[config.mk]
export PLATFORM = sky130hd
export DESIGN_NAME = bif_top
export DESIGN_NICKNAME = d
export VERILOG_FILES = /design/src/bif_pkg.sv /design/src/bif_ctrl.sv /design/src/bif_top.sv /design/src/cd_lbd_xcvr.sv /design/src/cmd_queue.sv /design/src/local_store.sv
export SDC_FILE = /design/constraint.sdc
export NUM_CORES = 1
export LEC_CHECK = 0
export ABC_AREA = 1
export BUFFER_PORTS_ARGS = -buffer_cell sky130_fd_sc_hd__buf_2
export CELL_PAD_IN_SITES_DETAIL_PLACEMENT = 0
export CELL_PAD_IN_SITES_GLOBAL_PLACEMENT = 1
export CORE_UTILIZATION = 44
export DETAILED_ROUTE_END_ITERATION = 10
export PLACE_DENSITY_LB_ADDON = 0.1
export SYNTH_ARGS = -nofsm -noshare
export SYNTH_HDL_FRONTEND = slang
export SYNTH_SLANG_ARGS = --single-unit
[constraint.sdc]
create_clock -name clk -period 1.7 [get_ports clk]
set_input_delay 0.085 -clock clk [delete_from_list [all_inputs] [get_ports clk]]
set_output_delay 0.085 -clock clk [all_outputs]
set_load 0.005 [all_outputs]
[src/bif_pkg.sv]
// Operation and control state enums, default data width, address width and queue depth
package bif_pkg;

   // CPU-side operation code, carried with each queued command
   typedef enum logic {
      OP_WRITE = 1'b0,                       // CD data goes to the local store
      OP_READ  = 1'b1                        // Local store data returns on CD
   } bif_op_e;

   // Control FSM states, one command per pass through all four
   typedef enum logic [1:0] {
      ST_IDLE  = 2'd0,                       // Wait for a command at the queue head
      ST_LATCH = 2'd1,                       // Latch CD or start the store read
      ST_XFER  = 2'd2,                       // Store write or B-to-A latch
      ST_DONE  = 2'd3                        // Drive CD for reads
   } bif_state_e;

   // Defaults for the module parameters, overridden from the top level
   localparam int BIF_DATA_W      = 16;      // CD and LBD width
   localparam int BIF_ADDR_W      = 4;       // Local store address bits
   localparam int BIF_QUEUE_DEPTH = 4;       // Queue entries, also the credits at reset

endpackage

[src/bif_ctrl.sv]
// Control FSM popping commands and sequencing transceiver and local store strobes
module bif_ctrl
   import bif_pkg::*;
#(
   parameter int ADDR_W = BIF_ADDR_W
) (
   input  logic              clk,
   input  logic              arst_n,
   input  logic              q_empty,
   input  bif_op_e           q_op,
   input  logic [ADDR_W-1:0] q_addr,
   output logic              q_pop,       // Release the head once its data is latched
   output logic              clk_ab_en,   // Latch CD into the A-to-B register
   output logic              clk_ba_en,   // Latch LBD into the B-to-A register
   output logic              dir_to_lbd,  // Stored A-to-B value onto LBD
   output logic              cd_oe,       // Transceiver drives CD
   output logic [ADDR_W-1:0] st_addr,
   output logic              st_we,       // Local store write strobe
   output logic              st_re,       // Local store read strobe
   output logic              rsp_valid    // Read data on CD this cycle
);

   bif_state_e        state;
   bif_state_e        state_nxt;
   bif_op_e           op_r;              // Operation taken from the head
   logic [ADDR_W-1:0] addr_r;            // Its address, held for the whole pass
   logic              is_wr;
   logic              is_rd;

   assign is_wr = (op_r == OP_WRITE);
   assign is_rd = (op_r == OP_READ);

   always_comb begin
      state_nxt = state;
      case (state)
         ST_IDLE:  if (!q_empty) state_nxt = ST_LATCH;  // Take the head command
         ST_LATCH: state_nxt = ST_XFER;
         ST_XFER:  state_nxt = ST_DONE;
         ST_DONE:  state_nxt = ST_IDLE;
         default:  state_nxt = ST_IDLE;
      endcase
   end

   always_ff @(posedge clk or negedge arst_n) begin
      if (!arst_n) begin
         state <= ST_IDLE;
         op_r  <= OP_WRITE;
      end else begin
         state <= state_nxt;
         if (state == ST_IDLE && !q_empty) op_r <= q_op;
      end
   end

   always_ff @(posedge clk) begin
      if (state == ST_IDLE && !q_empty) addr_r <= q_addr;  // Address payload
   end

   // Head entry stays valid during ST_LATCH so q_data is still on cd_in
   assign q_pop      = (state == ST_LATCH);
   assign clk_ab_en  = (state == ST_LATCH) && is_wr;  // CD data into A-to-B
   assign st_re      = (state == ST_LATCH) && is_rd;  // Store read register loads
   assign dir_to_lbd = (state == ST_XFER)  && is_wr;
   assign st_we      = (state == ST_XFER)  && is_wr;  // Stored value into the store
   assign clk_ba_en  = (state == ST_XFER)  && is_rd;  // rd_data into B-to-A
   assign cd_oe      = (state == ST_DONE)  && is_rd;
   assign rsp_valid  = (state == ST_DONE)  && is_rd;
   assign st_addr    = addr_r;

   // Both storage registers never load in the same cycle
   a_ab_ba_excl: assert property (@(posedge clk) disable iff (!arst_n)
      !(clk_ab_en && clk_ba_en))
      else $error("A-to-B and B-to-A latch enables both high");

endmodule

[src/bif_top.sv]
// Top level tying command queue, control FSM, transceiver and local store together
module bif_top
   import bif_pkg::*;
#(
   parameter int DATA_W      = BIF_DATA_W,
   parameter int ADDR_W      = BIF_ADDR_W,
   parameter int QUEUE_DEPTH = BIF_QUEUE_DEPTH
) (
   input  logic              clk,
   input  logic              arst_n,
   input  logic              cmd_valid,   // One command per held credit
   input  bif_op_e           cmd_op,
   input  logic [ADDR_W-1:0] cmd_addr,
   input  logic [DATA_W-1:0] cmd_data,
   output logic              credit_ret,
   output logic              rsp_valid,   // Read data, in command order
   output logic [DATA_W-1:0] rsp_data     // All ones while CD is not driven
);

   logic              q_empty;
   bif_op_e           q_op;
   logic [ADDR_W-1:0] q_addr;
   logic [DATA_W-1:0] q_data;             // Head data, onto the transceiver CD input
   logic              q_pop;
   logic              clk_ab_en;
   logic              clk_ba_en;
   logic              dir_to_lbd;
   logic              cd_oe;
   logic [ADDR_W-1:0] st_addr;
   logic              st_we;
   logic              st_re;
   logic [DATA_W-1:0] lbd_out;            // Transceiver to store
   logic [DATA_W-1:0] rd_data;            // Store back to transceiver

   cmd_queue #(.DATA_W(DATA_W), .ADDR_W(ADDR_W), .QUEUE_DEPTH(QUEUE_DEPTH)) cmd_queue_inst (
      .clk(clk), .arst_n(arst_n),
      .cmd_valid(cmd_valid), .cmd_op(cmd_op), .cmd_addr(cmd_addr), .cmd_data(cmd_data),
      .q_pop(q_pop), .q_empty(q_empty), .q_op(q_op), .q_addr(q_addr), .q_data(q_data),
      .credit_ret(credit_ret)
   );

   bif_ctrl #(.ADDR_W(ADDR_W)) bif_ctrl_inst (
      .clk(clk), .arst_n(arst_n),
      .q_empty(q_empty), .q_op(q_op), .q_addr(q_addr), .q_pop(q_pop),
      .clk_ab_en(clk_ab_en), .clk_ba_en(clk_ba_en), .dir_to_lbd(dir_to_lbd), .cd_oe(cd_oe),
      .st_addr(st_addr), .st_we(st_we), .st_re(st_re),
      .rsp_valid(rsp_valid)
   );

   cd_lbd_xcvr #(.DATA_W(DATA_W)) cd_lbd_xcvr_inst (
      .clk(clk), .arst_n(arst_n),
      .cd_in(q_data), .lbd_in(rd_data),
      .clk_ab_en(clk_ab_en), .clk_ba_en(clk_ba_en), .dir_to_lbd(dir_to_lbd), .cd_oe(cd_oe),
      .lbd_out(lbd_out), .cd_out(rsp_data)     // CD output is the response bus
   );

   local_store #(.DATA_W(DATA_W), .ADDR_W(ADDR_W)) local_store_inst (
      .clk(clk), .arst_n(arst_n),
      .st_addr(st_addr), .st_we(st_we), .st_re(st_re),
      .wr_data(lbd_out), .rd_data(rd_data)
   );

endmodule

[src/cd_lbd_xcvr.sv]
// Registered bidirectional CD/LBD transceiver with stored/live select and CD pull-up
module cd_lbd_xcvr
   import bif_pkg::*;
#(
   parameter int DATA_W = BIF_DATA_W
) (
   input  logic              clk,
   input  logic              arst_n,
   input  logic [DATA_W-1:0] cd_in,       // CPU data side
   input  logic [DATA_W-1:0] lbd_in,      // Local bus side
   input  logic              clk_ab_en,   // Load A-to-B register from CD
   input  logic              clk_ba_en,   // Load B-to-A register from LBD
   input  logic              dir_to_lbd,  // Stored or live select towards LBD
   input  logic              cd_oe,       // CD output enable
   output logic [DATA_W-1:0] lbd_out,
   output logic [DATA_W-1:0] cd_out
);

   logic [DATA_W-1:0] ab_reg;             // CD to LBD storage register
   logic [DATA_W-1:0] ba_reg;             // LBD to CD storage register

   // One clock stands in for the two 74646 strobes, enables pick the register
   always_ff @(posedge clk or negedge arst_n) begin
      if (!arst_n) begin
         ab_reg <= '0;
         ba_reg <= '0;
      end else begin
         if (clk_ab_en) ab_reg <= cd_in;
         if (clk_ba_en) ba_reg <= lbd_in;
      end
   end

   // LBD side, stored A-to-B while writing, otherwise live CD
   assign lbd_out = dir_to_lbd ? ab_reg : cd_in;

   // CD side is pulled high while the transceiver is not driving it
   assign cd_out = cd_oe ? ba_reg : '1;

endmodule

[src/cmd_queue.sv]
// Credit-guarded command FIFO with credit return and overflow/underflow assertions
module cmd_queue
   import bif_pkg::*;
#(
   parameter int DATA_W      = BIF_DATA_W,
   parameter int ADDR_W      = BIF_ADDR_W,
   parameter int QUEUE_DEPTH = BIF_QUEUE_DEPTH  // Power of two, at least 2
) (
   input  logic              clk,
   input  logic              arst_n,
   input  logic              cmd_valid,       // Push, only sent while holding a credit
   input  bif_op_e           cmd_op,
   input  logic [ADDR_W-1:0] cmd_addr,
   input  logic [DATA_W-1:0] cmd_data,
   input  logic              q_pop,           // Release the head entry
   output logic              q_empty,
   output bif_op_e           q_op,
   output logic [ADDR_W-1:0] q_addr,
   output logic [DATA_W-1:0] q_data,
   output logic              credit_ret       // One pulse per released entry
);

   localparam int PTR_W = $clog2(QUEUE_DEPTH);
   localparam int CNT_W = PTR_W + 1;

   bif_op_e           op_mem   [QUEUE_DEPTH];  // Entry storage, no reset needed
   logic [ADDR_W-1:0] addr_mem [QUEUE_DEPTH];
   logic [DATA_W-1:0] data_mem [QUEUE_DEPTH];

   logic [PTR_W-1:0] wr_ptr;                   // Wraps naturally, depth is 2**PTR_W
   logic [PTR_W-1:0] rd_ptr;
   logic [CNT_W-1:0] count;                    // Occupancy, 0 to QUEUE_DEPTH
   logic             q_full;

   assign q_empty = (count == '0);
   assign q_full  = (count == CNT_W'(QUEUE_DEPTH));

   // Head is read straight from storage, visible right after the push edge
   assign q_op   = op_mem[rd_ptr];
   assign q_addr = addr_mem[rd_ptr];
   assign q_data = data_mem[rd_ptr];

   always_ff @(posedge clk) begin
      if (cmd_valid) begin
         op_mem[wr_ptr]   <= cmd_op;           // Payload write
         addr_mem[wr_ptr] <= cmd_addr;
         data_mem[wr_ptr] <= cmd_data;
      end
   end

   always_ff @(posedge clk or negedge arst_n) begin
      if (!arst_n) begin
         wr_ptr     <= '0;
         rd_ptr     <= '0;
         count      <= '0;
         credit_ret <= 1'b0;
      end else begin
         if (cmd_valid) wr_ptr <= wr_ptr + 1'b1;
         if (q_pop)     rd_ptr <= rd_ptr + 1'b1;
         case ({cmd_valid, q_pop})
            2'b10:   count <= count + 1'b1;   // Push only
            2'b01:   count <= count - 1'b1;   // Pop only
            default: count <= count;          // Both or neither
         endcase
         credit_ret <= q_pop;                 // Freed slot goes back to the sender
      end
   end

   // The sender's credit count must keep it from overrunning the queue
   a_no_push_full: assert property (@(posedge clk) disable iff (!arst_n)
      !(cmd_valid && q_full))
      else $error("Command received while queue full");

   // The control FSM must only release an entry it has seen
   a_no_pop_empty: assert property (@(posedge clk) disable iff (!arst_n)
      q_pop |-> !q_empty)
      else $error("Pop while queue empty");

endmodule

[src/local_store.sv]
// LBD-side register file with strobed write and registered read
module local_store
   import bif_pkg::*;
#(
   parameter int DATA_W = BIF_DATA_W,
   parameter int ADDR_W = BIF_ADDR_W
) (
   input  logic              clk,
   input  logic              arst_n,
   input  logic [ADDR_W-1:0] st_addr,
   input  logic              st_we,      // Write wr_data at st_addr
   input  logic              st_re,      // Load read register from st_addr
   input  logic [DATA_W-1:0] wr_data,    // From the transceiver LBD output
   output logic [DATA_W-1:0] rd_data     // Valid the cycle after st_re
);

   localparam int WORDS = 2 ** ADDR_W;

   logic [DATA_W-1:0] mem [WORDS];
   logic [DATA_W-1:0] rd_q;

   // Unwritten words read back as zero
   always_ff @(posedge clk or negedge arst_n) begin
      if (!arst_n) begin
         for (int i = 0; i < WORDS; i++) begin
            mem[i] <= '0;
         end
         rd_q <= '0;
      end else begin
         if (st_we) mem[st_addr] <= wr_data;
         if (st_re) rd_q <= mem[st_addr];   // Holds until the next read
      end
   end

   assign rd_data = rd_q;

endmodule
==> results.sh <==
export IMPL_status="finished, violations left"
export IMPL_violations="setup timing"
export IMPL_largest_register="local_store_inst.mem"
export IMPL_drt_pass1_iter_count=5
export IMPL_antenna_left=0
export IMPL_final_cell_mix="nand2_1 (973), dfrtp_1 (313), o21ai_2 (154), edfxtp_1 (88), o21ai_1 (86)"
export IMPL_drv_slew=0
export IMPL_overflow=0
export IMPL_tightest_slew_ps=579
export IMPL_drt_initial_drc_count=997
export IMPL_hold_viol_final=0
export IMPL_vias_per_cell=5.04
export IMPL_largestRegisters="local_store_inst.mem (256), cmd_queue_inst.data_mem (64)"
export IMPL_drc_errors=0
export IMPL_layout_nets=2272
export IMPL_yosys_most_used_dff="dfrtp_1"
export IMPL_fp_dieW_um=209
export IMPL_fmax_mhz=549
export IMPL_clkTransAtPathRegs_ps=60
export IMPL_fin_cells=2809
export IMPL_path_class="register to register"
export IMPL_min_period_ps=1820
export IMPL_drv_cap=0
export IMPL_fin_util=0.551
export IMPL_r2r_end="local_store_inst.mem[76]$_DFFE_PN0P_"
export IMPL_io_pin_count=42
export IMPL_regArea_sq_um=10500
export IMPL_setup_viol=139
export IMPL_seqPwrFrac=0.335
export IMPL_clkSinkCount=403
export IMPL_power_switching_mw=19.2
export IMPL_cellLeakagePower_nw=11.0
export IMPL_power_density_nw_per_um2=2060
export IMPL_dp_cells=2681
export IMPL_r2r_setup_slack_ps=-120
export IMPL_p_int_mw=28.7
export IMPL_yosysWarningCount=0
export IMPL_drive_gt1_frac=0.235
export IMPL_largest_reg_flops=256
export IMPL_synth_cell_types=30
export IMPL_ir_drop_mv=1.15
export IMPL_ys_ff_latch=403
export IMPL_r2r_start="bif_ctrl_inst.state[0]$_DFFE_PN0P_"
export IMPL_clkLatencyLatePin_ps=570
export IMPL_syn_to_final_growth_pct=22.8
export IMPL_first_global_vias=13917
export IMPL_setup_slack_ps=-120
export IMPL_fin_skew_ps=15.1
export IMPL_grt_max_degree=61
export IMPL_max_slew_margin_rel=0.614
export IMPL_critPathMaxFanout=8
export IMPL_grt_usage=0.255
export IMPL_p_comb_frac=0.461
export IMPL_cp_start_kind="register"
export IMPL_layout_commonest_cell="nand2_1"
export IMPL_postSynthAreaPerCell_sq_um=8.97
export IMPL_crit_start="bif_ctrl_inst.state[0]$_DFFE_PN0P_"
export IMPL_dr_total_vias=14161
export IMPL_dp_final_hpwl_um=32800
export IMPL_numCtsBuffers=45
export IMPL_synth_fp_nets=2141
export IMPL_coreArea_sq_um=42100
export IMPL_critPathRequiredTime_ps=2150
export IMPL_async_reset_ff_frac=0.782
export IMPL_r2r_cells=8
export IMPL_cts_tree="built"
export IMPL_multiInputGateArea_sq_um=7400
export IMPL_total_power_mw=47.9
export IMPL_io_buffer_count=41
export IMPL_holdCritPathClass="primary input to asynchronous set/reset pin"
export IMPL_die_area_sq_um=43800
export IMPL_clockPowerShare=0.204
export IMPL_initial_core_util=0.448
export IMPL_routed_wl_um=54300
export IMPL_rows=75
export IMPL_crit_path_end_kind="register"
export IMPL_fin_tns_setup_ps=-5320
export IMPL_whs_ps=32.8
export IMPL_critPathCapture="local_store_inst.mem[76]$_DFFE_PN0P_"
export IMPL_swShare=0.401
export IMPL_antenna_found_initial=0
export IMPL_netlist_area_sq_um=18900
export IMPL_place_gp_congestion=0.816
export IMPL_grt_pass1_wl_um=83800
export IMPL_fin_crit_sh=1.07
export IMPL_fp_dieH_um=209
export IMPL_clock_path_buffers=3
export IMPL_crit_arrival_ps=2270
export IMPL_n_fill_cell=3789
export IMPL_drt_wirelength_per_cell_um=19.3
export IMPL_yosysSeqAreaShare=0.557
export IMPL_n_antenna_cell=0
export IMPL_postSynthCellCount=2106
export IMPL_synth_edf_count=88
export IMPL_root_buffer="clkbuf_16"
export IMPL_grt_setup_unrepaired="true"
export IMPL_htreeDepth=2
[Yosys cell counts (20+ instances only)]
cell / n / share of area
nand2_1: 977 / 0.19
dfrtp_1: 315 / 0.42
o21ai_2: 155 / 0.072
edfxtp_1: 88 / 0.14
o21ai_1: 84 / 0.022
nor2_1: 81 / 0.016
buf_2: 64 / 0.017
nand3_1: 61 / 0.016
o21ai_0: 46 / 0.012
inv_1: 36 / 0.0072
buf_6: 33 / 0.020
clkbuf_1: 22 / 0.0044
buf_4: 20 / 0.0080
[metal layers]
metal	GRT usage	vias to the layer above	share of wire
met5	0	-	0
met2	0.425	275	0.48
met1	0.347	6723	0.46
met3	0.0323	80	0.036
li1	-	7083	-
met4	0.0804	0	0.026
[stage by stage]
step,setup WS [ps],cell area (sq um)
4_1_cts,-129,22900
3_5_place_dp,-131,20700
5_1_grt,-169,23200
3_3_place_gp,-118,20700
2_1_floorplan,15.8,18900
6_report,-120,23200
[how the worst min path moves through the flow]
stage | start | to | slack [ps] | depth (start not counted)
CTS | arst_n | local_store_inst.mem[148]$_DFFE_PN0P_ | 20 | 2
detailed placement | arst_n | local_store_inst.mem[243]$_DFFE_PN0P_ | 30 | 1
floorplan | arst_n | bif_ctrl_inst.is_rd$_DFFE_PN0P_ | -210 | 0
global placement | arst_n | local_store_inst.mem[227]$_DFFE_PN0P_ | 30 | 1
finish | arst_n | local_store_inst.mem[131]$_DFFE_PN0P_ | 30 | 2
global route | arst_n | local_store_inst.mem[35]$_DFFE_PN0P_ | 50 | 2
[cell type report]
cell class / count / share of cell area
tap: 539 / 0.0291
clock buffer: 60 / 0.0531
inverter: 56 / 0.0101
sequential: 403 / 0.454
timing repair buffer: 221 / 0.125
multi-input combinational: 1510 / 0.319
clock inverter: 20 / 0.00982
[critical path, stage by stage (launching register included)]
cell	delay, ps
dfrtp_1	390
inv_1	80
ha_2	250
nand2_8	110
buf_12	170
buf_12	130
o21ai_4	250
clkbuf_16	230
o21ai_2	50
[cell families (layout without fill, tap and decap cells)]
family	Yosys count	count (layout)	synth area share
compound gates	304	304	0.118
xor+xnor	5	5	0.00232
fa+ha+maj	11	11	0.00769
buf+inv	195	357	0.0605
flops	403	403	0.557
mux	16	16	0.00954
simple gates	1172	1174	0.245
[power groups by stage]
stage,clock [mW],sequential [mW],combinational (mW)
after floorplan,0,15.3,13.4
after global placement,0,16.1,19.7
after detailed placement,0,16.1,20.0
after CTS,9.96,16.0,21.2
after global routing,10.3,16.5,24.2
final,9.77,16.0,22.1
[what timing repair did]
action / 4_1_cts / 5_1_grt
buffers inserted: 11 / 2
gates resized for setup: 52 / 33
hold buffers: 23 / 0
hold endpoints to repair: 401 / 0
pin swaps: 8 / 4
cloned: 7 / 6
setup endpoints to repair: 128 / 290
(Power assumes the default switching activity.)
